<file path="config.mk">
export PLATFORM = sky130hd
export DESIGN_NAME = frame_counters
export DESIGN_NICKNAME = d
export VERILOG_FILES = /design/src/logic/frame_counters.sv
export VERILOG_INCLUDE_DIRS = /design/src /design/src/logic
export SDC_FILE = /design/constraint.sdc
export NUM_CORES = 1
export LEC_CHECK = 0
export BUFFER_PORTS_ARGS = -buffer_cell sky130_fd_sc_hd__buf_4
export CORE_MARGIN = 2
export CORE_UTILIZATION = 49
export CTS_BUF_LIST = sky130_fd_sc_hd__clkbuf_4 sky130_fd_sc_hd__clkbuf_8
export DETAILED_ROUTE_END_ITERATION = 8
export MAX_ROUTING_LAYER = met4
export PLACE_DENSITY = 0.73
export SLEW_MARGIN = 0
export SYNTH_ARGS = -nofsm -noshare
export SYNTH_HDL_FRONTEND = slang
export SYNTH_SLANG_ARGS = --single-unit
</file>
<file path="constraint.sdc">
create_clock -name core_clk_ifc -period 2.15 [get_ports core_clk_ifc]
set_input_delay 0.215 -clock core_clk_ifc [delete_from_list [all_inputs] [get_ports core_clk_ifc]]
set_output_delay 0.215 -clock core_clk_ifc [all_outputs]
set_load 0.03 [all_outputs]
</file>
<file path="src/logic/egress_settings.svh">
/* Build-time sizes for the egress router. Included by every RTL file
   that needs a port count, a bus width, a buffer depth or a counter width. */

`ifndef EGRESS_SETTINGS_SVH
`define EGRESS_SETTINGS_SVH

// Port map: 8-bit lanes on the lowest indices, 32-bit lanes above them
`define NUM_PORTS       4
`define NUM_8B_PORTS    2
`define PORT_IDX_WIDTH  2

// Input bus, one 64-bit word per cycle
`define BUS_BYTES       8

// Per-port buffering. A frame is only accepted with this much room left
`define FIFO_DEPTH      64
`define MAX_FRAME_WORDS 16
`define FREE_WIDTH      ($clog2(`FIFO_DEPTH + 1))

`define CNT_WIDTH       16

`endif

</file>
<file path="src/logic/frame_counters.sv">
/* Per-port counters of frames that left the router, with a per-port
   clear. Counters stick at their maximum value. */

`include "egress_settings.svh"

module frame_counters (
    input  logic                                   core_clk_ifc,
    input  logic                                   reset,
    input  logic [`NUM_PORTS-1:0]                  frame_done,
    input  logic [`NUM_PORTS-1:0]                  cnt_clear,
    output logic [`NUM_PORTS-1:0][`CNT_WIDTH-1:0]  frame_cnt
);

    logic [`NUM_PORTS-1:0] at_max;

    for (genvar p = 0; p < `NUM_PORTS; p++) begin : g_max
        assign at_max[p] = &frame_cnt[p];
    end

    always_ff @(posedge core_clk_ifc) begin
        if (reset) begin
            frame_cnt <= '0;
        end else begin
            for (int p = 0; p < `NUM_PORTS; p++) begin
                // Clear wins over a frame finishing in the same cycle
                if (cnt_clear[p]) begin
                    frame_cnt[p] <= '0;
                end else if (frame_done[p] && !at_max[p]) begin
                    frame_cnt[p] <= frame_cnt[p] + 1'b1;
                end
            end
        end
    end

endmodule

</file>
After elaboration in Yosys (flattened, before gate mapping)
Cells that the tools add are included.
{ "classes": {"n_reduce_logical": 16, "addsub": 4} }
{ "op_table": {"columns": ["operator", "count"], "rows": [
  ["$add 16x1->16 const B", 4],
  ["$reduce_and 16->1", 4],
  ["$reduce_or 2->1", 4],
  ["$logic_and 1x1->1", 4],
  ["$logic_not 1->1", 4]
]} }
{ "word_totals": {"regBits": 64, "out_inout_bits": 64, "elab_cells": 24, "inputBits": 10} }

Depth between registers and ports, before layout
Gate-level depths: netlist of run 1.
{ "logic_depth": {"word_depth": 3, "ltp_mapped": 6, "depth_no_buf": 5} }

Least setup slack after synthesis of run 1
Ideal clock, no wire load.
{ "synth_timing": {"path_kind": "reg-to-reg", "startpoint": "register frame_cnt[41] in the netlist's numbering", "endpoint": "register frame_cnt[45] in the netlist's numbering", "arrival_ns": 1.881, "setup_time_ns": 0.071, "setup_slack_ns": 0.198, "path_buffers": 0, "period_less_slack_ns": 1.952, "path_stages_with_launch": 5, "required_ns": 2.079, "cell_sequence": "dfxtp_1 nand4_1 or4_4 or3_1 a21oi_1"} }
{ "synth_between": {"elab_chain_cells": 3, "word_cells_on_any_way": 4, "classes_between": "add/sub: 1; reduce/logical: 3"} }
{ "synth_lines": {"columns": ["item", "line_no", "text"], "rows": [
  ["start: declaration", "frame_counters.sv:11", "output logic [`NUM_PORTS-1:0][`CNT_WIDTH-1:0] frame_cnt"],
  ["start signal: indexed assignment", "frame_counters.sv:29", "frame_cnt[p] <= frame_cnt[p] + 1'b1;"],
  ["parallel branches: the longest is 3 deep, another holds $add 16x1->16", null, null]
]} }
Several ways; the timed one is not identified.
A chain may end at the register's enable or synchronous reset.

Worst setup path in the final report of run 1
Ends and elaborated chain as after synthesis.

==> results of run 1 <==
## through the flow
| stage | hold WS (ns) | instances | area (um2) | worst slack [ns] |
|---|---|---|---|---|
| 2_1_floorplan | 0.375 | 387 | 3230 | 0.198 |
| 5_1_grt | 0.165 | 548 | 4050 | 0.153 |
| 3_5_place_dp | 0.499 | 535 | 3890 | 0.310 |
| 6_report | 0.157 | 548 | 4050 | 0.283 |
| 4_1_cts | 0.145 | 548 | 4050 | 0.301 |
| 3_3_place_gp | 0.488 | 535 | 3890 | 0.378 |
## synthesized netlist by cell type, drive strengths merged
library cell  instances
o2111ai               2
dfxtp                64
a31oi                 7
nor2                 25
nand2                33
nor3                  8
nand4                21
a311oi                4
nor4                  5
a41oi                 1
a21oi                30
o211ai                2
and2                  1
o31a                  1
o311a                 2
o41ai                 8
or2                   5
o21ba                 1
mux2i                 3
o21ai                24
and4                 11
nor4b                 1
or4b                  1
nand3                28
buf                   1
o311ai                5
nor2b                 2
nor3b                 1
clkbuf                8
o22ai                 1
or4                  11
ha                    4
a211oi                4
o31ai                11
xor2                  4
inv                   7
o21bai                2
o21a                  1
a41o                  1
or3                  19
and3                 14
a31o                  1
xnor2                 2
## cell families after synthesis
logic type	synth area share
multiplexers	0.00930
XOR/XNOR	0.0163
adder cells (fa/ha/maj)	0.0155
AO/OA/AOI/OAI	0.222
AND/OR/NAND/NOR	0.320
flip-flops	0.397
buffers and inverters	0.0194
## power by group
group	internal (mW)	total (mW)	switching, mW
clock network	0.474	0.921	0.447
registers	1.19	1.20	0.00675
logic	0.0316	0.0903	0.0587
total	1.70	2.21	0.513
## cell usage in the layout, fill, tap and decap left out, types with 8 or more instances in the layout
master,instances
a21oi_1,30
and3_1,14
and4_1,11
buf_4,80
clkbuf_8,11
dfxtp_1,64
nand2_1,33
nand3_1,27
nand4_1,21
nor2_1,25
nor3_1,8
o21ai_0,24
o31ai_1,11
or3_1,19
or4_1,9
## metal layers
metal,share of wire,GRT usage,vias to the layer above
li1,-,-,1688
met1,0.49,0.299,1556
met2,0.46,0.342,73
met3,0.046,0.0447,6
met4,0.011,0.0895,0
met5,0,-,-
## final cells by class
class	instances	area (um2)
multi-input cells	307	1890
repair buffers	80	601
clock buffers	12	159
flip-flops and latches	64	1280
well taps	77	96.3
fillers	597	2300
clock inverters	1	5.00
inverters	7	26.3
## worst max-delay path, delay by kind of cell, from the launching register on
family,cells,cell delay (ns)
flip-flops,1,0.42
AND/OR/NAND/NOR,3,1.23
AO/OA/AOI/OAI,1,0.15
## final timing paths
path,to,depth (start not counted),startpoint,slack [ns]
min,frame_cnt[52],2,frame_done[3],0.16
min reg2reg,frame_cnt[27],2,frame_cnt[27],0.50
max,frame_cnt[45],4,frame_cnt[41],0.28
max reg2reg,frame_cnt[45],4,frame_cnt[41],0.28
==> results by group, run 1 <==
Timing
  • Crit path time final: 1.87 ns
  • Setup TNS: 0 ns
  • Final worst path period share: 0.869
  • RSZ-0062 raised after global routing: no
  • Slew Viols, Final: 0
  • Final count of negative-setup-slack endpoints: 0
  • Final setup skew: 0.00753 ns
  • Worst Tran Pin Value: slightly above 0.6 ns
  • Hold Vio Cnt, Final: 0
  • Relative slew slack: 0.588
  • Peak Freq: 536 MHz

Cells and area
  • Share of layout cells above drive strength 1: 0.225
  • Top flop regs: frame_cnt x64
  • N_diodes: 0
  • Largest reg by FF count: frame_cnt
  • Max reg flops: 64
  • Final Util: 0.638
  • Area Growth Syn to Fin: 25.5%
  • Nets: 483

Global route
  • GR Overflow Total: 0
  • Largest net degree at the start of global routing: 16
  • Overall global routing resource usage: 0.227
  • Vias in the first global route: 2774
  • Antenna violations before repair: 0
  • First-pass GRT wire length: between 10000 and 15000 um

Synthesis
  • Yosys warning count: 0
  • Cell taking the most area after synthesis: dfxtp_1
  • Area share of the largest cell type after synthesis: 0.397
  • Seq/Total Area, Yosys: 0.397
  • Synth Area per Inst: 8.34 um2
  • Synth Cell Area: 3230 um2
  • Syn nets: about 400
  • Cells after synthesis: roughly 390
  • Synth top area cells: dfxtp_1 40%, a21oi_1 4.6%, nand3_1 4.2%, nand4_1 4.1%, nand2_1 3.8%
  • Unique masters post-synth: 47
  • Yosys reg bits: 64

Critical path
  • Setup CP Type: flop to flop
  • Crit-path cells: nand4_1 > or4_4 > or3_1 > a21oi_1
  • Startpoint Class: flop
  • Crit path DAT: 2.14 ns
  • Critical path data required time: about 2.4 ns
  • Setup crit end kind: flop
  • Max incr delay on CP: 0.62 ns
  • Worst path slowest cell: or4_4
  • Crit path max fanout: 7

Clock tree
  • Clock sink total: 64
  • CTS clk-pin slew, worst paths: around 0.070 ns
  • Hold buffers post-CTS: 0
  • Root Buffer: clkbuf_8
  • Skew-Pair Late Insertion Delay: 0.34 ns
  • CTS tree: done
  • CTS buffer count: 9
  • H-Tree Depth: 3
  • PostCTS Resize Cnt: 0
  • Clock buffer depth: 2
  • Number of buffers inserted by post-CTS setup repair: 0

Power
  • Max VDD drop: 0.430 mV
  • Pwr Total: ~2.2 mW
  • P_leak: 1.46 nW
  • Pwr dens: 545 nW/um2

Floorplan
  • Num ports: 74
  • # rows: 29
  • Die height: 85.2 um
  • Die width: between 80 and 90 um
  • Core Area: 6350 um2
  • Starting Density: 0.509
  • Die Area: between 7000 and 8000 um2

Detailed routing
  • Routed wire length: 8100 um
  • DRC violations left: 0
  • Vias per cell: 6.06
  • Routed WL per cell: 14.8 um
  • ANT nets after route: 0
  • 1st-pass router iterations: 4
  • Via count: ~3300
  • Initial DRC count: 157

Job
  • Total of max-cap violations: 0

Outcome
  • Outcome: completed

Place
  • GPL Wtd Cong: 0.837
  • Port Buffers: 73
  • Post-DP HPWL: 5740 um

Hold path
  • Hold Path Class: input pin to flop
Power figures use the tool's default switching activity.
==> inputs of run 2 (changes only) <==
GPL_TIMING_DRIVEN = 0   (was default)
SLEW_MARGIN = 40   (was 0)
==> run 2 against run 1 <==
Sequential share of layout area is essentially flat. Clock skew grew 0.00088 ns. Core utilization grew 0.059 points. Register-to-register slack lost 0.10 ns. Sequential power is essentially flat. Via count grew 1.7%. Final cell count grew 0.73%. Routed wire length shrank 2.6%. Non-clock buffer count grew 1. Total power grew 5.0%. Maximum frequency shrank 5.3%. Die area is the same. Largest power group unchanged.
==> results by group, run 2 (same netlist as run 1, synthesis figures left out) <==
Cells and area
  • Largest reg by FF count: frame_cnt (unchanged)
  • Nets: 484 (was 483)
  • Share of layout cells above drive strength 1: 0.217 (was 0.225)
  • Area Growth Syn to Fin: 25.6% (was 25.5%)
  • Max reg flops: 64 (unchanged)
  • Most frequent cells in the layout: 72 x buf_4, 64 x dfxtp_1, 33 x nand2_1, 30 x a21oi_1, 27 x nand3_1 (was 80 x buf_4, 64 x dfxtp_1, 33 x nand2_1, 30 x a21oi_1, 27 x nand3_1)
  • N_diodes: 0 (unchanged)
  • Commonest non-fill, non-tap cell in the layout: buf_4 (unchanged)
  • Top flop regs: frame_cnt x64 (unchanged)

Timing
  • Crit path time final: 1.97 ns (was 1.87 ns)
  • Slew Viols, Final: 0 (unchanged)
  • Relative slew slack: 0.496 (was 0.588)
  • RSZ-0062 raised after global routing: no (unchanged)
  • Final count of negative-setup-slack endpoints: 0 (unchanged)
  • Hold Vio Cnt, Final: 0 (unchanged)
  • Final worst path period share: 0.917 (was 0.869)
  • Peak Freq: 507 MHz (was 536 MHz)
  • Worst Tran Pin Value: 0.751 ns (was 0.610 ns)
  • Final setup skew: 0.00841 ns (was 0.00753 ns)
  • Setup WS post-layout: 0.178 ns (was 0.283 ns)
  • Setup TNS: 0 ns (unchanged)

Detailed routing
  • DRC violations left: 0 (unchanged)
  • Routed wire length: 7890 um (was 8100 um)
  • Routed WL per cell: 14.3 um (was 14.8 um)
  • Via count: 3379 (was 3323)
  • 1st-pass router iterations: 5 (was 4)
  • Initial DRC count: 140 (was 157)
  • ANT nets after route: 0 (unchanged)
  • Vias per cell: 6.12 (was 6.06)

Outcome
  • Outcome: completed (unchanged)

Critical path
  • Setup CP Type: flop to flop (unchanged)
  • Instance count on the critical path: 5 (was 4)
  • Crit-path cells: ha_1 > nand4_1 > nor3_1 > or4_1 > a21oi_1 (was nand4_1 > or4_4 > or3_1 > a21oi_1)
  • Crit path DAT: 2.18 ns (was 2.14 ns)
  • R2R depth: 5 (was 4)
  • Startpoint Class: flop (unchanged)
  • Worst path slowest cell: nor3_1 (was or4_4)
  • Crit path max-delay family: simple AND/OR/NAND/NOR gates (unchanged)
  • Crit path buffers/inverters: 0 (unchanged)
  • Max incr delay on CP: 0.66 ns (was 0.62 ns)
  • Setup crit end kind: flop (unchanged)
  • Crit path max fanout: 8 (was 7)
  • Critical path data required time: 2.36 ns (was 2.42 ns)

Power
  • P_leak: 1.45 nW (was 1.46 nW)
  • Max VDD drop: 0.482 mV (was 0.430 mV)
  • Pwr dens: 572 nW/um2 (was 545 nW/um2)

Global route
  • GR Overflow Total: 0 (unchanged)
  • Vias in the first global route: 2809 (was 2774)
  • Overall global routing resource usage: 0.221 (was 0.227)
  • First-pass GRT wire length: 12900 um (was 13100 um)
  • Largest net degree at the start of global routing: 11 (was 16)
  • Antenna violations before repair: 0 (unchanged)

Place
  • Post-DP HPWL: 5690 um (was 5740 um)
  • Place WS: 0.240 ns (was 0.310 ns)
  • GPL Wtd Cong: 0.850 (was 0.837)
  • Port Buffers: 72 (was 73)

Clock tree
  • Clock buffer depth: 2 (unchanged)
  • CTS buffer count: 9 (unchanged)
  • Number of buffers inserted by post-CTS setup repair: 0 (unchanged)
  • Clock sink total: 64 (unchanged)
  • CTS clk-pin slew, worst paths: 0.07 ns (about the same)
  • H-Tree Depth: 3 (unchanged)
  • PostCTS Resize Cnt: 0 (unchanged)
  • CTS tree: done (unchanged)
  • Root Buffer: clkbuf_8 (unchanged)
  • Hold buffers post-CTS: 0 (unchanged)
  • Skew-Pair Late Insertion Delay: 0.34 ns (about the same)

Floorplan
  • Die Area: 7260 um2 (unchanged)
  • Num ports: 74 (unchanged)
  • Core Area: 6350 um2 (unchanged)
  • Starting Density: 0.509 (unchanged)
  • Die height: 85.2 um (unchanged)
  • # rows: 29 (unchanged)
  • Die width: 85.2 um (unchanged)

Hold path
  • Hold Path Class: input pin to flop (unchanged)
  • Hold path depth: 3 (was 2)

Job
  • Total of max-cap violations: 0 (unchanged)
run 2: cell types whose count changed in the layout (fill, tap and decap cells not counted), sizes merged:
cell	change
clkbuf	+8
buf	-7
clkinv	+2
bufinv	+1
run 2: path summary, 6_finish.rpt:
path | start | end | slack (ns)
max | frame_cnt[48] | frame_cnt[63] | 0.18
min | cnt_clear[0] | frame_cnt[11] | 0.16
max reg2reg | frame_cnt[48] | frame_cnt[63] | 0.18
min reg2reg | frame_cnt[27] | frame_cnt[27] | 0.50
run 2: worst min-delay path, cell delays in order:
cell and delay [ns]:
buf_4 0.09, or3_1 0.09, mux2i_1 0.05
run 2: cell type report:
class	count	area, um2
fillers	591	2290
clock inverters	4	45.0
flip-flops and latches	64	1280
multi-input cells	307	1890
repair buffers	72	541
well taps	77	96.3
clock buffers	12	146
inverters	7	26.3
plain buffers	9	36.3
run 2: layer usage:
layer,vias to the layer above,share of wire,track usage
li1,1702,-,-
met2,94,0.46,0.338
met5,-,0,-
met4,0,0.014,0.0823
met1,1572,0.47,0.290
met3,11,0.056,0.0409
run 2: report_power, final:
part           internal (mW)  leakage (nW)  total (mW)  switching [mW]
logic                 0.0327         0.833      0.0928          0.0601
clock network          0.569         0.104        1.03           0.460
registers               1.19         0.516        1.20         0.00690
run 2: stage by stage:
stage	total power [mW]	instance area, um2	cells	utilization	hold slack, ns
after CTS	2.34	4060	552	0.639	0.154
after global placement	1.32	3870	536	0.609	0.479
after floorplan	1.28	3230	387	-	0.375
after detailed placement	1.32	3870	536	0.609	0.491
final	2.32	4060	552	0.639	0.155
after global routing	2.40	4060	552	0.639	0.187
