==> src/logic/egress_settings.svh <==
/* Build-time sizes for the egress router. Included by every RTL file
   that needs a port count, a bus width, a buffer depth or a counter width. */

`ifndef EGRESS_SETTINGS_SVH
`define EGRESS_SETTINGS_SVH

// Port map: 8-bit lanes on the lowest indices, 32-bit lanes above them
`define NUM_PORTS       4
`define NUM_8B_PORTS    2
`define PORT_IDX_WIDTH  2

// Input bus, one 64-bit word per cycle
`define BUS_BYTES       8

// Per-port buffering. A frame is only accepted with this much room left
`define FIFO_DEPTH      64
`define MAX_FRAME_WORDS 16
`define FREE_WIDTH      ($clog2(`FIFO_DEPTH + 1))

`define CNT_WIDTH       16

`endif

==> src/logic/egress_pkg.sv <==
/* Shared types of the egress router. */

`include "egress_settings.svh"

package egress_pkg;

    ////////////////////////////////////////////////////////////////////////////
    // Bus word
    //
    // The 8-bit serializers step through the byte view and the 32-bit
    // serializers through the lane view. Byte 0 is the first byte on the
    // wire, so it sits in bits 7:0 and in the low half of lane 0.
    ////////////////////////////////////////////////////////////////////////////

    typedef union packed {
        logic [`BUS_BYTES-1:0][7:0]      bytes;
        logic [`BUS_BYTES/4-1:0][31:0]   words32;
    } bus_word_u;

endpackage

==> src/logic/egress_word_if.sv <==
/* Word channel between the demux, the port buffers and the serializers.
   A word moves on a clock edge where valid and ready are both high. */

`include "egress_settings.svh"

interface egress_word_if;
    import egress_pkg::*;

    bus_word_u             word;
    logic [`BUS_BYTES-1:0] keep;
    logic                  last;
    logic                  valid;
    logic                  ready;

    // Sending side holds word and valid until the word moves
    modport producer (
        output word,
        output keep,
        output last,
        output valid,
        input  ready
    );

    modport consumer (
        input  word,
        input  keep,
        input  last,
        input  valid,
        output ready
    );

endinterface

==> src/logic/lane_serializer.sv <==
/* Width serializer for one egress port. Breaks buffered 64-bit words
   into 1-byte or 4-byte lanes with a valid/ready handshake toward the sink. */

`include "egress_settings.svh"

module lane_serializer #(
    parameter int LANE_BYTES = 1
) (
    input  logic                     core_clk_ifc,
    input  logic                     reset,
    egress_word_if.consumer          from_buf,
    output logic [8*LANE_BYTES-1:0]  lane_data,
    output logic [LANE_BYTES-1:0]    lane_keep,
    output logic                     lane_valid,
    output logic                     lane_last,
    input  logic                     lane_ready
);
    import egress_pkg::*;

    localparam int NUM_LANES = `BUS_BYTES / LANE_BYTES;
    localparam int IDX_W     = $clog2(NUM_LANES);

    // Word being serialized
    logic                   hold_valid;
    bus_word_u              hold_word;
    logic [`BUS_BYTES-1:0]  hold_keep;
    logic                   hold_last;
    logic [IDX_W-1:0]       lane_idx;

    logic [`BUS_BYTES-1:0]  keep_rest;
    logic                   final_lane;
    logic                   lane_move;
    logic                   load;

    ////////////////////////////////////////////////////////////////////////////
    // Lane selection
    ////////////////////////////////////////////////////////////////////////////

    // Keep bits from the current lane upward
    assign keep_rest = hold_keep >> (lane_idx * LANE_BYTES);
    assign lane_keep = keep_rest[LANE_BYTES-1:0];

    // Keep is contiguous from byte 0, so an empty next lane means every
    // lane above it is empty too and the word is done
    assign final_lane = keep_rest[2*LANE_BYTES-1:LANE_BYTES] == '0;

    if (LANE_BYTES == 1) begin : g_byte_lane
        assign lane_data = hold_word.bytes[lane_idx];
    end else begin : g_word_lane
        assign lane_data = hold_word.words32[lane_idx];
    end

    assign lane_valid = hold_valid;
    assign lane_last  = hold_valid && hold_last && final_lane;

    ////////////////////////////////////////////////////////////////////////////
    // Word hand-off
    ////////////////////////////////////////////////////////////////////////////

    assign lane_move = hold_valid && lane_ready;

    // Next word comes in on the same edge the final lane leaves
    assign from_buf.ready = !hold_valid || (lane_move && final_lane);
    assign load           = from_buf.valid && from_buf.ready;

    always_ff @(posedge core_clk_ifc) begin
        if (reset) begin
            hold_valid <= 1'b0;
            lane_idx   <= '0;
        end else if (load) begin
            hold_valid <= 1'b1;
            lane_idx   <= '0;
        end else if (lane_move) begin
            if (final_lane) begin
                hold_valid <= 1'b0;
            end else begin
                lane_idx <= lane_idx + 1'b1;
            end
        end
    end

    always_ff @(posedge core_clk_ifc) begin
        if (load) begin
            hold_word <= from_buf.word;
            hold_keep <= from_buf.keep;
            hold_last <= from_buf.last;
        end
    end

endmodule

==> src/flat_wrapper.sv <==
// flat-port wrapper written by rule: the top's interface ports become plain ports
module lane_serializer_flat import egress_pkg::*;
#(
    parameter int LANE_BYTES = 1
)
  (core_clk_ifc, reset, lane_data, lane_keep, lane_valid, lane_last, lane_ready, from_buf_word, from_buf_keep, from_buf_last, from_buf_valid, from_buf_ready);
  egress_word_if from_buf_i ();
  input  logic core_clk_ifc;
  input  logic reset;
  output logic [8*LANE_BYTES-1:0] lane_data;
  output logic [LANE_BYTES-1:0] lane_keep;
  output logic lane_valid;
  output logic lane_last;
  input  logic lane_ready;
  input wire logic [$bits(from_buf_i.word)-1:0] from_buf_word;
  input wire logic [$bits(from_buf_i.keep)-1:0] from_buf_keep;
  input wire logic [$bits(from_buf_i.last)-1:0] from_buf_last;
  input wire logic [$bits(from_buf_i.valid)-1:0] from_buf_valid;
  output wire logic [$bits(from_buf_i.ready)-1:0] from_buf_ready;
  assign from_buf_i.word = from_buf_word;
  assign from_buf_i.keep = from_buf_keep;
  assign from_buf_i.last = from_buf_last;
  assign from_buf_i.valid = from_buf_valid;
  assign from_buf_ready = from_buf_i.ready;
  lane_serializer #(.LANE_BYTES(LANE_BYTES)) u_core (.core_clk_ifc(core_clk_ifc), .reset(reset), .from_buf(from_buf_i), .lane_data(lane_data), .lane_keep(lane_keep), .lane_valid(lane_valid), .lane_last(lane_last), .lane_ready(lane_ready));
endmodule
==> config.mk <==
export PLATFORM = sky130hd
export DESIGN_NAME = lane_serializer_flat
export DESIGN_NICKNAME = d
export VERILOG_FILES = /design/src/logic/egress_pkg.sv /design/src/logic/egress_word_if.sv /design/src/logic/lane_serializer.sv /design/src/flat_wrapper.sv
export VERILOG_INCLUDE_DIRS = /design/src /design/src/logic
export SDC_FILE = /design/constraint.sdc
export NUM_CORES = 1
export LEC_CHECK = 0
export ABC_AREA = 1
export BUFFER_PORTS_ARGS = -buffer_cell sky130_fd_sc_hd__buf_4
export CAP_MARGIN = 40
export CORE_ASPECT_RATIO = 2
export CORE_MARGIN = 2
export CORE_UTILIZATION = 40
export CTS_BUF_LIST = sky130_fd_sc_hd__clkbuf_16
export DETAILED_ROUTE_END_ITERATION = 10
export GPL_ROUTABILITY_DRIVEN = 0
export GPL_TIMING_DRIVEN = 0
export HOLD_SLACK_MARGIN = 0.02
export PLACE_DENSITY = 0.68
export SYNTH_ARGS = -nofsm -noshare
export SYNTH_HDL_FRONTEND = slang
export SYNTH_SLANG_ARGS = --single-unit
export TNS_END_PERCENT = 5
==> constraint.sdc <==
create_clock -name core_clk_ifc -period 7.1 [get_ports core_clk_ifc]
set_clock_uncertainty 0.2 [all_clocks]
set_input_delay 1.42 -clock core_clk_ifc [delete_from_list [all_inputs] [get_ports core_clk_ifc]]
set_output_delay 1.42 -clock core_clk_ifc [all_outputs]
set_load 0.01 [all_outputs]
* Yosys cells after proc, flatten, opt, wreduce, memory -nomap -nowiden
Index checks and enable logic that the tools add are counted.
** Storage, ports and cells
- Bits of input ports :: 77
- Word-level logic and storage cells :: 26
- Register bits :: 77
- Output and inout bits :: 12
** Cells by class
- Eq/ne operators :: 1
- Reduce and logical (&&, ||, !) cells :: 11
- Muxes and demuxes :: 5
- Shift operators :: 1
- Add/subtract/negate cells :: 1
- Bitwise gates (word level) :: 1
- Order comparisons :: 1
** Operators with widths (count)
- 8-bit binary-select mux with 3-bit select :: 1
- 8-bit two-way mux :: 1
- 8-bit by 3-bit >> shifter with 2-bit output :: 1
- 1-bit logical AND :: 5
- 3-bit by 4-bit < comparator with 1-bit output (second input constant) :: 1
- 2-bit AND reduction :: 2
- 3-bit by 1-bit adder with 3-bit output (second input constant) :: 1
- 1-bit two-way mux :: 3
- 2-bit != test (second input constant) :: 1
- 2-bit nonzero test :: 1
- 2-bit OR reduction :: 1
- 1-bit logical NOT :: 1
- 1-bit logical OR :: 1
- 1-bit inverter :: 1

* Logic depth before layout (Yosys ltp)
Gate-level depths: netlist of run 1.
- Word-level depth :: 7
- Mapped depth :: 10
- Depth with buffers taken out :: 10

* Worst setup path before layout of run 1
No wires, ideal clock.
- Path kind :: input to register
- Start :: input lane_ready
- End :: register u_core.hold_keep[0] (enable)
- Arrival time :: 3.038 ns
- Buffers on the path :: 0
- Library setup time :: 0.427 ns
- Data required time :: 6.473 ns
- Slack :: 3.435 ns
- Cell stages on the path :: 4
- Path through :: nand2_2 -> nand2_4 -> nand2_4 -> inv_1
** Between the ends
- Word-level cells in the longest chain between the ends :: 4
** RTL lines
- start, declared :: RTL line flat_wrapper.sv:14 : input logic lane_ready;
- 1-bit logical AND :: RTL line lane_serializer.sv:60 : assign lane_move = hold_valid && lane_ready;
- 1-bit logical AND :: RTL line lane_serializer.sv:63 : assign from_buf.ready = !hold_valid || (lane_move && final_lane);
- 1-bit logical OR :: RTL line lane_serializer.sv:63
- named net from_buf_ready :: RTL line flat_wrapper.sv:19 : output wire logic [$bits(from_buf_i.ready)-1:0] from_buf_ready;
- 1-bit logical AND :: RTL line lane_serializer.sv:64 : assign load = from_buf.valid && from_buf.ready;
- named net u_core.load :: RTL line lane_serializer.sv:33 : logic load;
- end signal, assigned :: RTL line lane_serializer.sv:85 : hold_keep <= from_buf.keep;
- end, declared :: RTL line lane_serializer.sv:26 : logic [`BUS_BYTES-1:0] hold_keep;
The timed path passes the listed nets, and every way through them passes these cells.
A chain may end at the register's enable or synchronous reset.

* Worst setup path in the final report of run 1
- Start :: register u_core.lane_idx[1]
- End :: output lane_data[3]
** Between the ends
- Word-level cells in the longest chain between the ends :: 2
** RTL lines
- start, declared :: RTL line lane_serializer.sv:28 : logic [IDX_W-1:0] lane_idx;
- start signal, assigned :: RTL line lane_serializer.sv:77 : lane_idx <= lane_idx + 1'b1;
- 8-bit binary-select mux with 3-bit select :: RTL line lane_serializer.sv:48 : assign lane_data = hold_word.bytes[lane_idx];
- 8-bit two-way mux (implied by the code) :: RTL line lane_serializer.sv:48
- end, declared :: RTL line flat_wrapper.sv:10 : output logic [8*LANE_BYTES-1:0] lane_data;
No other way between the ends. The select of a mux whose other input is x is not followed.

==> flow_summary_export.csv, run 1 <==
group,metric,value,unit
outcome,status,"completed",
critical_path,rr_startpoint,"u_core.lane_idx[0]$_SDFFE_PP0P_",
logic_synthesis,yosys.cell_count.top_type,"edfxtp_1",
grt,grt_overflow,0,
grt,antenna_found_initial,0,
logic_synthesis,ys_seq_area_frac,0.713,
cells_and_area,syn2layout_area_growth,33.9,%
critical_path,start_kind,"register",
clock_tree,cts_buffers,9,
logic_synthesis,ys_top_cells_by_area,"edfxtp_1 (69%), o21ai_0 (5.2%), nand2_1 (4.2%), nor2_1 (3.9%), o22ai_1 (3.1%)",
sta,max_freq,0.275,GHz
critical_path,worstSetupPathType,"reg -> out",
logic_synthesis,yosys-top-cells-count,"edfxtp_1 (73), nand2_1 (36), nor2_1 (33), o21ai_0 (33), o22ai_1 (16)",
routing,detail_route.drc_violations,0,
sta,period_minus_slack,3.64,ns
clock_tree,cts-root-buf,"clkbuf_16",
routing,post_drt_via_cell_ratio,5.00,
floorplan,dieArea,8740,um2
clock_tree,clk_latency,0.33,ns
logic_synthesis,ys.flop_type,"edfxtp_1",
hold_path,hold_depth,2,
power_and_ir_drop,finalPower,1010,uW
logic_synthesis,ys_types,26,
floorplan,row_count,46,
routing,ant_nets,0,
logic_synthesis,synth_edf_count,73,
clock_tree,cts_setup_buffers,0,
grt,grt_max_degree,29,
clock_tree,clockBufferDepth,2,
logic_synthesis,synth_area_leader_cell,"edfxtp_1",
floorplan,start_util,0.407,
critical_path,r2r_cells,10,
critical_path,critPathArrivalTime,2.02,ns
sta,maxSlewHeadroom,0.631,
power_and_ir_drop,p_leak,0.00177,uW
routing,avgRoutedWirePerCell,15.7,um
cells_and_area,fin_nets,432,
clock_tree,hold_buffers,0,
floorplan,die_w,67.1,um
critical_path,r2r_end,"u_core.hold_word[5]$_DFFE_PP_",
routing,drt_iter0_drc,117,
hold_path,hold_path_end,"u_core.lane_valid$_SDFFE_PP0P_",
logic_synthesis,syn-num-nets,331,
cells_and_area,drive_above_1_share,0.348,
place,dpl.hpwl,5190,um
logic_synthesis,synthesis.area,3190,um2
logic_synthesis,yosys_warnings,0,
routing,vias,2273,
routing,drt-total-wl,7120,um
clock_tree,cts.sinks,77,
cells_and_area,antenna_cells,0,
critical_path,r2r_slack,4.74,ns
floorplan,coreArea,7830,um2
critical_path,worst_setup_path_end_kind,"primary output",
power_and_ir_drop,vdd_drop_max,0.172,mV
critical_path,worst_ep_required_time,5.48,ns
clock_tree,cts_max_level,3,
sta,fin_crit_sh,0.513,
sta,hold_viol,0,
routing,first_pass_iters,4,
logic_synthesis,avgSynthCellArea,12.6,um2
floorplan,dieHeight,130,um
power_and_ir_drop,cellPowerDensity,237,nW/um2
clock_tree,cts_tree,"done",
hold_path,hp-class,"reg -> reg",
sta,hold_slack,0.360,ns
logic_synthesis,yosys.area.top_type_share,0.688,
grt,grt_pass1_wl,10900,um
hold_path,holdCritStartpoint,"u_core.lane_valid$_SDFFE_PP0P_",
sta,rsz0062_at_grt,"no",
critical_path,crit_fanout,10,
logic_synthesis,async_flop_share,0,
clock_tree,cts-resized-gates,0,
run,cap_violations,0,
clock_tree,clkSlewWorstSetupHoldPaths,0.06,ns
place,port_buffers,88,
logic_synthesis,synth.ff_latch_count,77,
grt,grt_pass1_vias,2291,
sta,fin_setup_tns,0,ns
sta,tightest_slew,0.553,ns
logic_synthesis,syn_inst,253,
grt,grt_util_all_layers,0.174,
sta,finalSetupViolations,0,
sta,maxSlewViolCount,0,
floorplan,io_pins,89,
sequential cells by signal, summed over array words and instances (netlist names):
name,count
u_core.hold_keep,8
u_core.hold_last,1
u_core.hold_word,64
u_core.lane_idx,3
u_core.lane_valid,1
stage by stage:
step           utilization  cells  cell area (um2)  worst slack (ns)
2_1_floorplan            -    253             3190              3.44
3_3_place_gp         0.507    437             3970              2.87
3_5_place_dp         0.513    439             4020              3.65
4_1_cts              0.545    455             4270              3.45
5_1_grt              0.545    455             4270              3.28
6_report             0.545    455             4270              3.46
logic make-up (layout without fill, tap and decap cells):
logic type / after synthesis / count (layout) / synth area share
compound gates: 58 / 58 / 0.0977
xor+xnor: 2 / 2 / 0.00550
fa+ha+maj: 1 / 1 / 0.00392
buf+inv: 28 / 134 / 0.0467
flops: 77 / 77 / 0.713
simple gates: 87 / 87 / 0.133
layout by cell type (no fill, tap or decap), types with 3 or more instances in the layout:
master,netlist,routed
nor2_1,33,33
o21ai_1,3,3
inv_1,13,16
nand3_4,3,3
clkbuf_16,0,9
buf_6,3,3
nand2_4,3,3
a21oi_1,5,5
o22ai_1,16,16
buf_2,4,4
edfxtp_1,73,73
dfxtp_1,4,4
clkbuf_1,4,4
o21ai_0,33,33
nand2_1,36,36
nor2_2,3,3
buf_4,0,88
worst max-delay path, stage by stage (launching register included):
cell	delay, ns
dfxtp_1	0.43
clkbuf_2	0.28
clkbuf_2	0.27
o21ai_0	0.13
o22ai_1	0.29
nand2_1	0.09
nand2_1	0.09
buf_4	0.12
power breakdown:
group	leakage, uW	internal [uW]	switching, uW	total (uW)
clock network	0.000139	228	159	387
logic	0.000893	46.2	41.9	88.1
registers	0.000734	530	7.82	537
total	0.00177	804	208	1010
worst max-delay path by stage:
stage / startpoint / endpoint / slack [ns] / cells past startpoint
2_1_floorplan: lane_ready / u_core.hold_keep[0]$_DFFE_PP_ / 3.44 / 4
3_3_place_gp: lane_ready / u_core.hold_word[60]$_DFFE_PP_ / 2.87 / 5
3_5_place_dp: lane_ready / from_buf_ready / 3.65 / 4
4_1_cts: u_core.lane_idx[0]$_SDFFE_PP0P_ / lane_data[7] / 3.45 / 8
5_1_grt: u_core.lane_idx[0]$_SDFFE_PP0P_ / lane_data[0] / 3.28 / 8
6_report: u_core.lane_idx[1]$_SDFFE_PP0P_ / lane_data[3] / 3.46 / 7
cell type report:
| type | instances | area (um2) |
|---|---|---|
| Buffer | 13 | 78.8 |
| Clock buffer | 9 | 225 |
| Clock inverter | 7 | 27.5 |
| Fill cell | 715 | 3560 |
| Inverter | 15 | 70.1 |
| Multi-Input combinational cell | 148 | 767 |
| Sequential cell | 77 | 2270 |
| Tap cell | 96 | 120 |
| Timing Repair Buffer | 90 | 708 |
per-layer routing:
layer  share of wire  up-vias  global-route usage
met5               0        -                   0
met4           0.019        0              0.0792
met3           0.069        9              0.0457
met2            0.50       98               0.280
met1            0.41     1058               0.216
li1                -     1108                   -
(Power assumes the default switching activity.)
==> run 2: changes to the inputs <==
Settings changed: PLACE_DENSITY 0.68 to 0.7.
Clock period 7.1 ns to 2.9 ns, I/O delays scaled along.
==> run 2 against run 1 <==
Sequential share of layout area rose by 0.35 points. Power rose by 140%. Combinational power rose by 140%. Via count rose by 1.2%. Critical path depth did not move. Non-clock buffer count fell by 2. Setup slack got worse by 3.3 ns. Die area did not move. Sequential power rose by 150%. Critical endpoint is now lane_data[7].
==> flow_summary_export.csv, run 2 (synthesis gave the netlist of run 1 again) <==
group,metric,value,unit
power_and_ir_drop,p_leak,0.00174,uW
critical_path,crit_buf_inv,3,
critical_path,worstSetupPathType,"reg -> out",
routing,first_pass_iters,4,
critical_path,start_kind,"register",
cells_and_area,mostFrequentLayoutCells,"buf_4 (88), edfxtp_1 (73), nand2_1 (36)",
critical_path,r2r_slack,0.26,ns
critical_path,r2r_cells,10,
cells_and_area,syn2layout_area_growth,33.0,%
cells_and_area,design_area,4240,um2
floorplan,die_w,67.1,um
floorplan,coreArea,7830,um2
clock_tree,cts_tree,"done",
critical_path,worst_ep_required_time,2.12,ns
clock_tree,cts_max_level,3,
sta,maxSlewViolCount,0,
sta,fin_crit_sh,0.943,
grt,grt_pass1_wl,11000,um
sta,hold_viol,0,
critical_path,crit_fanout,10,
place,dpl.hpwl,5140,um
clock_tree,clkSlewWorstSetupHoldPaths,0.06,ns
cells_and_area,fin_nets,430,
critical_path,critPathArrivalTime,1.96,ns
grt,grt_pass1_vias,2383,
critical_path,critical_path.endpoint,"lane_data[7]",
grt,grt_max_degree,46,
sta,fin_ws,0.164,ns
sta,period_minus_slack,2.74,ns
run,cap_violations,0,
sta,rsz0062_at_grt,"no",
cells_and_area,regMostFlops,"u_core.hold_word",
cells_and_area,largest_reg_flops,64,
critical_path,path_cells,"bufinv_8 > clkbuf_1 > o21ai_0 > o22ai_1 > nand2_1 > nand2_1 > buf_4",
clock_tree,clockBufferDepth,2,
hold_path,hp-class,"in -> reg",
place,dpl.cell_count,438,
cells_and_area,finalNonFillerCells,453,
place,place_area,3990,um2
sta,fin_setup_tns,0,ns
critical_path,critPathLaunch,"u_core.lane_idx[1]$_SDFFE_PP0P_",
grt,antenna_found_initial,0,
routing,vias,2300,
sta,finalSetupViolations,0,
clock_tree,cts_buffers,9,
routing,avgRoutedWirePerCell,15.9,um
clock_tree,cts.sinks,77,
grt,grt_overflow,0,
floorplan,io_pins,89,
critical_path,worst_setup_path_end_kind,"primary output",
critical_path,r2r_end,"u_core.hold_word[53]$_DFFE_PP_",
floorplan,dieArea,8740,um2
cells_and_area,top_regs,"u_core.hold_word x64, u_core.hold_keep x8, u_core.lane_idx x3",
place,port_buffers,88,
sta,tightest_slew,0.666,ns
cells_and_area,antenna_cells,0,
power_and_ir_drop,vdd_drop_max,0.423,mV
cells_and_area,layout_commonest_cell,"buf_4",
hold_path,holdCritStartpoint,"reset",
critical_path,crit_top_cell,"nand2_1",
floorplan,start_util,0.407,
clock_tree,clk_latency,0.33,ns
grt,grt_util_all_layers,0.177,
routing,post_drt_via_cell_ratio,5.08,
critical_path,cpLargestDelayFamily,"buffers and inverters",
outcome,status,"completed",
power_and_ir_drop,cellPowerDensity,583,nW/um2
clock_tree,cts_setup_buffers,0,
sta,max_freq,0.366,GHz
routing,detail_route.drc_violations,0,
sta,hold_slack,0.218,ns
floorplan,dieHeight,130,um
critical_path,cp.depth,7,
routing,drt_iter0_drc,255,
floorplan,row_count,46,
critical_path,slowest_stage,"dfxtp_1",
routing,ant_nets,0,
sta,maxSlewHeadroom,0.555,
cells_and_area,drive_above_1_share,0.347,
routing,drt-total-wl,7220,um
critical_path,slowest_delay,0.36,ns
place,pre_cts_ws,0.287,ns
clock_tree,cts-root-buf,"clkbuf_16",
critical_path,rr_startpoint,"u_core.lane_idx[0]$_SDFFE_PP0P_",
run 2: cell count changes in the layout (fill, tap and decap cells not counted):
cell        before  now
buf_16           1    0
buf_2            4    5
clkbuf_1         4    3
clkbuf_2         2    1
clkinv_1         2    3
clkinvlp_4       0    1
inv_1           16   15
inv_2            2    1
run 2: layer usage:
layer / GRT usage / share of wire / up-vias
li1: - / - / 1105
met1: 0.204 / 0.40 / 1069
met2: 0.298 / 0.50 / 114
met3: 0.0474 / 0.078 / 12
met4: 0.0852 / 0.021 / 0
met5: 0 / 0 / -
run 2: power by group:
part / total [uW] / switching [uW] / internal (uW)
Sequential: 1320 / 20.0 / 1300
Clock: 946 / 388 / 558
Combinational: 210 / 102 / 108
run 2: metrics by stage:
| step | utilization | total power, uW |
|---|---|---|
| floorplan | - | 1420 |
| global placement | 0.508 | 1540 |
| detailed placement | 0.510 | 1550 |
| CTS | 0.542 | 2500 |
| global route | 0.542 | 2580 |
| finish | 0.542 | 2470 |
run 2: worst min path at each step:
stage,to,cells past startpoint
3_3_place_gp,u_core.lane_valid$_SDFFE_PP0P_,2
3_5_place_dp,u_core.lane_valid$_SDFFE_PP0P_,2
5_1_grt,u_core.hold_word[57]$_DFFE_PP_,1
4_1_cts,u_core.lane_valid$_SDFFE_PP0P_,2
2_1_floorplan,u_core.lane_valid$_SDFFE_PP0P_,2
6_report,u_core.lane_valid$_SDFFE_PP0P_,2
run 2: area by class of cell:
class                   instances  area (um2)
inverters                      15        73.8
repair buffers                 89         681
clock buffers                   9         225
well taps                      96         120
flip-flops and latches         77        2270
plain buffers                  12        75.1
fillers                       696        3590
clock inverters                 7        27.5
multi-input cells             148         767
run 2: timing repair:
| item | in CTS | in global routing |
|---|---|---|
| resized for setup | 0 | 1 |
| setup endpoints to repair | 0 | 2 |
| hold buffers | 0 | 0 |
==> run 3: changes to the inputs <==
Settings changed: GPL_ROUTABILITY_DRIVEN 0 to 1, PLACE_DENSITY 0.7 to 0.73.
==> run 3 against run 2 <==
Sequential cell count unchanged. Final cell count unchanged. Core utilization increased by 0.62 points. Register-to-register slack improved by 0.31 ns. Via count increased by 0.61%. Sequential power about the same. Cell area increased by 1.2%. Power increased by 4.8%. Critical path depth unchanged. Clock power increased by 12%. Count of clock-buffer cells in the layout unchanged. Critical endpoint is now lane_data[1]. Highest routed layer unchanged.
==> flow_summary_export.csv, run 3 (synthesis gave the netlist of run 1 again) <==
group,metric,value,unit
cells_and_area,drive_above_1_share,0.359,
place,dpl.cell_count,438,
cells_and_area,mostFrequentLayoutCells,"buf_4 (88), edfxtp_1 (73), nand2_1 (36)",
clock_tree,cts_setup_buffers,0,
grt,antenna_found_initial,0,
routing,drt_iter0_drc,174,
grt,grt_pass1_vias,2450,
floorplan,dieArea,8740,um2
sta,hold_slack,0.208,ns
critical_path,worst_ep_required_time,2.12,ns
run,cap_violations,0,
grt,use_met3,0.0621,
sta,finalSetupViolations,0,
cells_and_area,fill_cells,659,
critical_path,worstSetupPathType,"reg -> out",
floorplan,io_pins,89,
sta,maxSlewViolCount,0,
power_and_ir_drop,finalPower,2590,uW
routing,ant_nets,0,
power_and_ir_drop,cellPowerDensity,604,nW/um2
critical_path,worst_setup_path_end_kind,"primary output",
sta,hold_viol,0,
routing,detail_route.drc_violations,0,
routing,drt-total-wl,7310,um
critical_path,r2r_cells,11,
hold_path,hp-class,"in -> reg",
grt,grt_pass1_wl,11500,um
cells_and_area,fin_nets,431,
clock_tree,cts-resized-gates,0,
place,port_buffers,88,
critical_path,start_kind,"register",
grt,grt_util_all_layers,0.183,
clock_tree,clk_latency,0.33,ns
sta,fin_setup_tns,0,ns
grt,grtUsageMet2,0.302,
place,dpl.hpwl,5260,um
grt,busiest_layer,"met2",
cells_and_area,top_regs,"u_core.hold_word x64, u_core.hold_keep x8, u_core.lane_idx x3",
critical_path,crit_fanout,10,
cells_and_area,regMostFlops,"u_core.hold_word",
power_and_ir_drop,p_leak,0.00176,uW
clock_tree,cts-root-buf,"clkbuf_16",
routing,first_pass_iters,4,
floorplan,coreArea,7830,um2
sta,max_freq,0.360,GHz
place,place_congestion,0.853,
grt,gr-usage-met1,0.207,
sta,tightest_slew,0.428,ns
hold_path,hold_depth,2,
clock_tree,clockBufferDepth,2,
routing,avgRoutedWirePerCell,16.1,um
floorplan,dieHeight,130,um
power_and_ir_drop,vdd_drop_max,0.468,mV
cells_and_area,largest_reg_flops,64,
cells_and_area,finalNonFillerCells,453,
routing,post_drt_via_cell_ratio,5.11,
grt,grt_overflow,0,
clock_tree,cts.sinks,77,
cells_and_area,layout_commonest_cell,"buf_4",
clock_tree,cts_buffers,9,
clock_tree,hold_buffers,0,
floorplan,row_count,46,
cells_and_area,syn2layout_area_growth,34.6,%
sta,fin_crit_sh,0.958,
routing,vias,2314,
clock_tree,cts_max_level,3,
sta,rsz0062_at_grt,"no",
clock_tree,clkSlewWorstSetupHoldPaths,0.06,ns
outcome,status,"completed",
clock_tree,cts_tree,"done",
critical_path,critPathArrivalTime,2.00,ns
grt,grt_max_degree,41,
cells_and_area,utilization,0.548,
cells_and_area,antenna_cells,0,
sta,period_minus_slack,2.78,ns
floorplan,start_util,0.407,
floorplan,die_w,67.1,um
sta,maxSlewHeadroom,0.715,
[run 3: worst paths after layout]
path	slack [ns]	endpoint	start
worst max-delay path	0.12	lane_data[1]	u_core.lane_idx[1]$_SDFFE_PP0P_
worst min-delay path	0.21	u_core.lane_valid$_SDFFE_PP0P_	reset
worst max register to register	0.57	u_core.hold_word[44]$_DFFE_PP_	u_core.lane_idx[0]$_SDFFE_PP0P_
worst min register to register	0.37	u_core.lane_valid$_SDFFE_PP0P_	u_core.lane_valid$_SDFFE_PP0P_
[run 3: power breakdown]
group	leakage [uW]	internal, uW	switching (uW)
logic	0.000884	112	103
registers	0.000734	1300	21.1
clock network	0.000144	653	407
[run 3: cell type report]
class / instances / area, um2 / share of cell area
Buffer: 12 / 75.1 / 0.0175
Sequential cell: 77 / 2270 / 0.530
Inverter: 15 / 73.8 / 0.0172
Clock buffer: 9 / 225 / 0.0525
Clock inverter: 6 / 56.3 / 0.0131
Multi-Input combinational cell: 148 / 767 / 0.179
Tap cell: 96 / 120 / 0.0280
Timing Repair Buffer: 90 / 701 / 0.163
[run 3: layer usage]
metal / vias up / wire [um]
li1: 1104 / -
met3: 12 / 624
met1: 1083 / 2840
met5: - / 0
met4: 0 / 155
met2: 115 / 3700
[run 3: critical path, cell delays in order (launching register included)]
cell      delay (ns)
dfxtp_1         0.36
bufinv_8        0.24
clkbuf_1        0.34
o21ai_0         0.18
o22ai_1         0.24
nand2_1         0.10
nand2_1         0.09
buf_4           0.12
[run 3: through the flow]
step	setup slack [ns]	instance area (um2)
2_1_floorplan	0.242	3190
3_3_place_gp	-0.195	3970
3_5_place_dp	0.0977	3990
4_1_cts	0.0788	4270
5_1_grt	0.00773	4290
6_report	0.122	4290
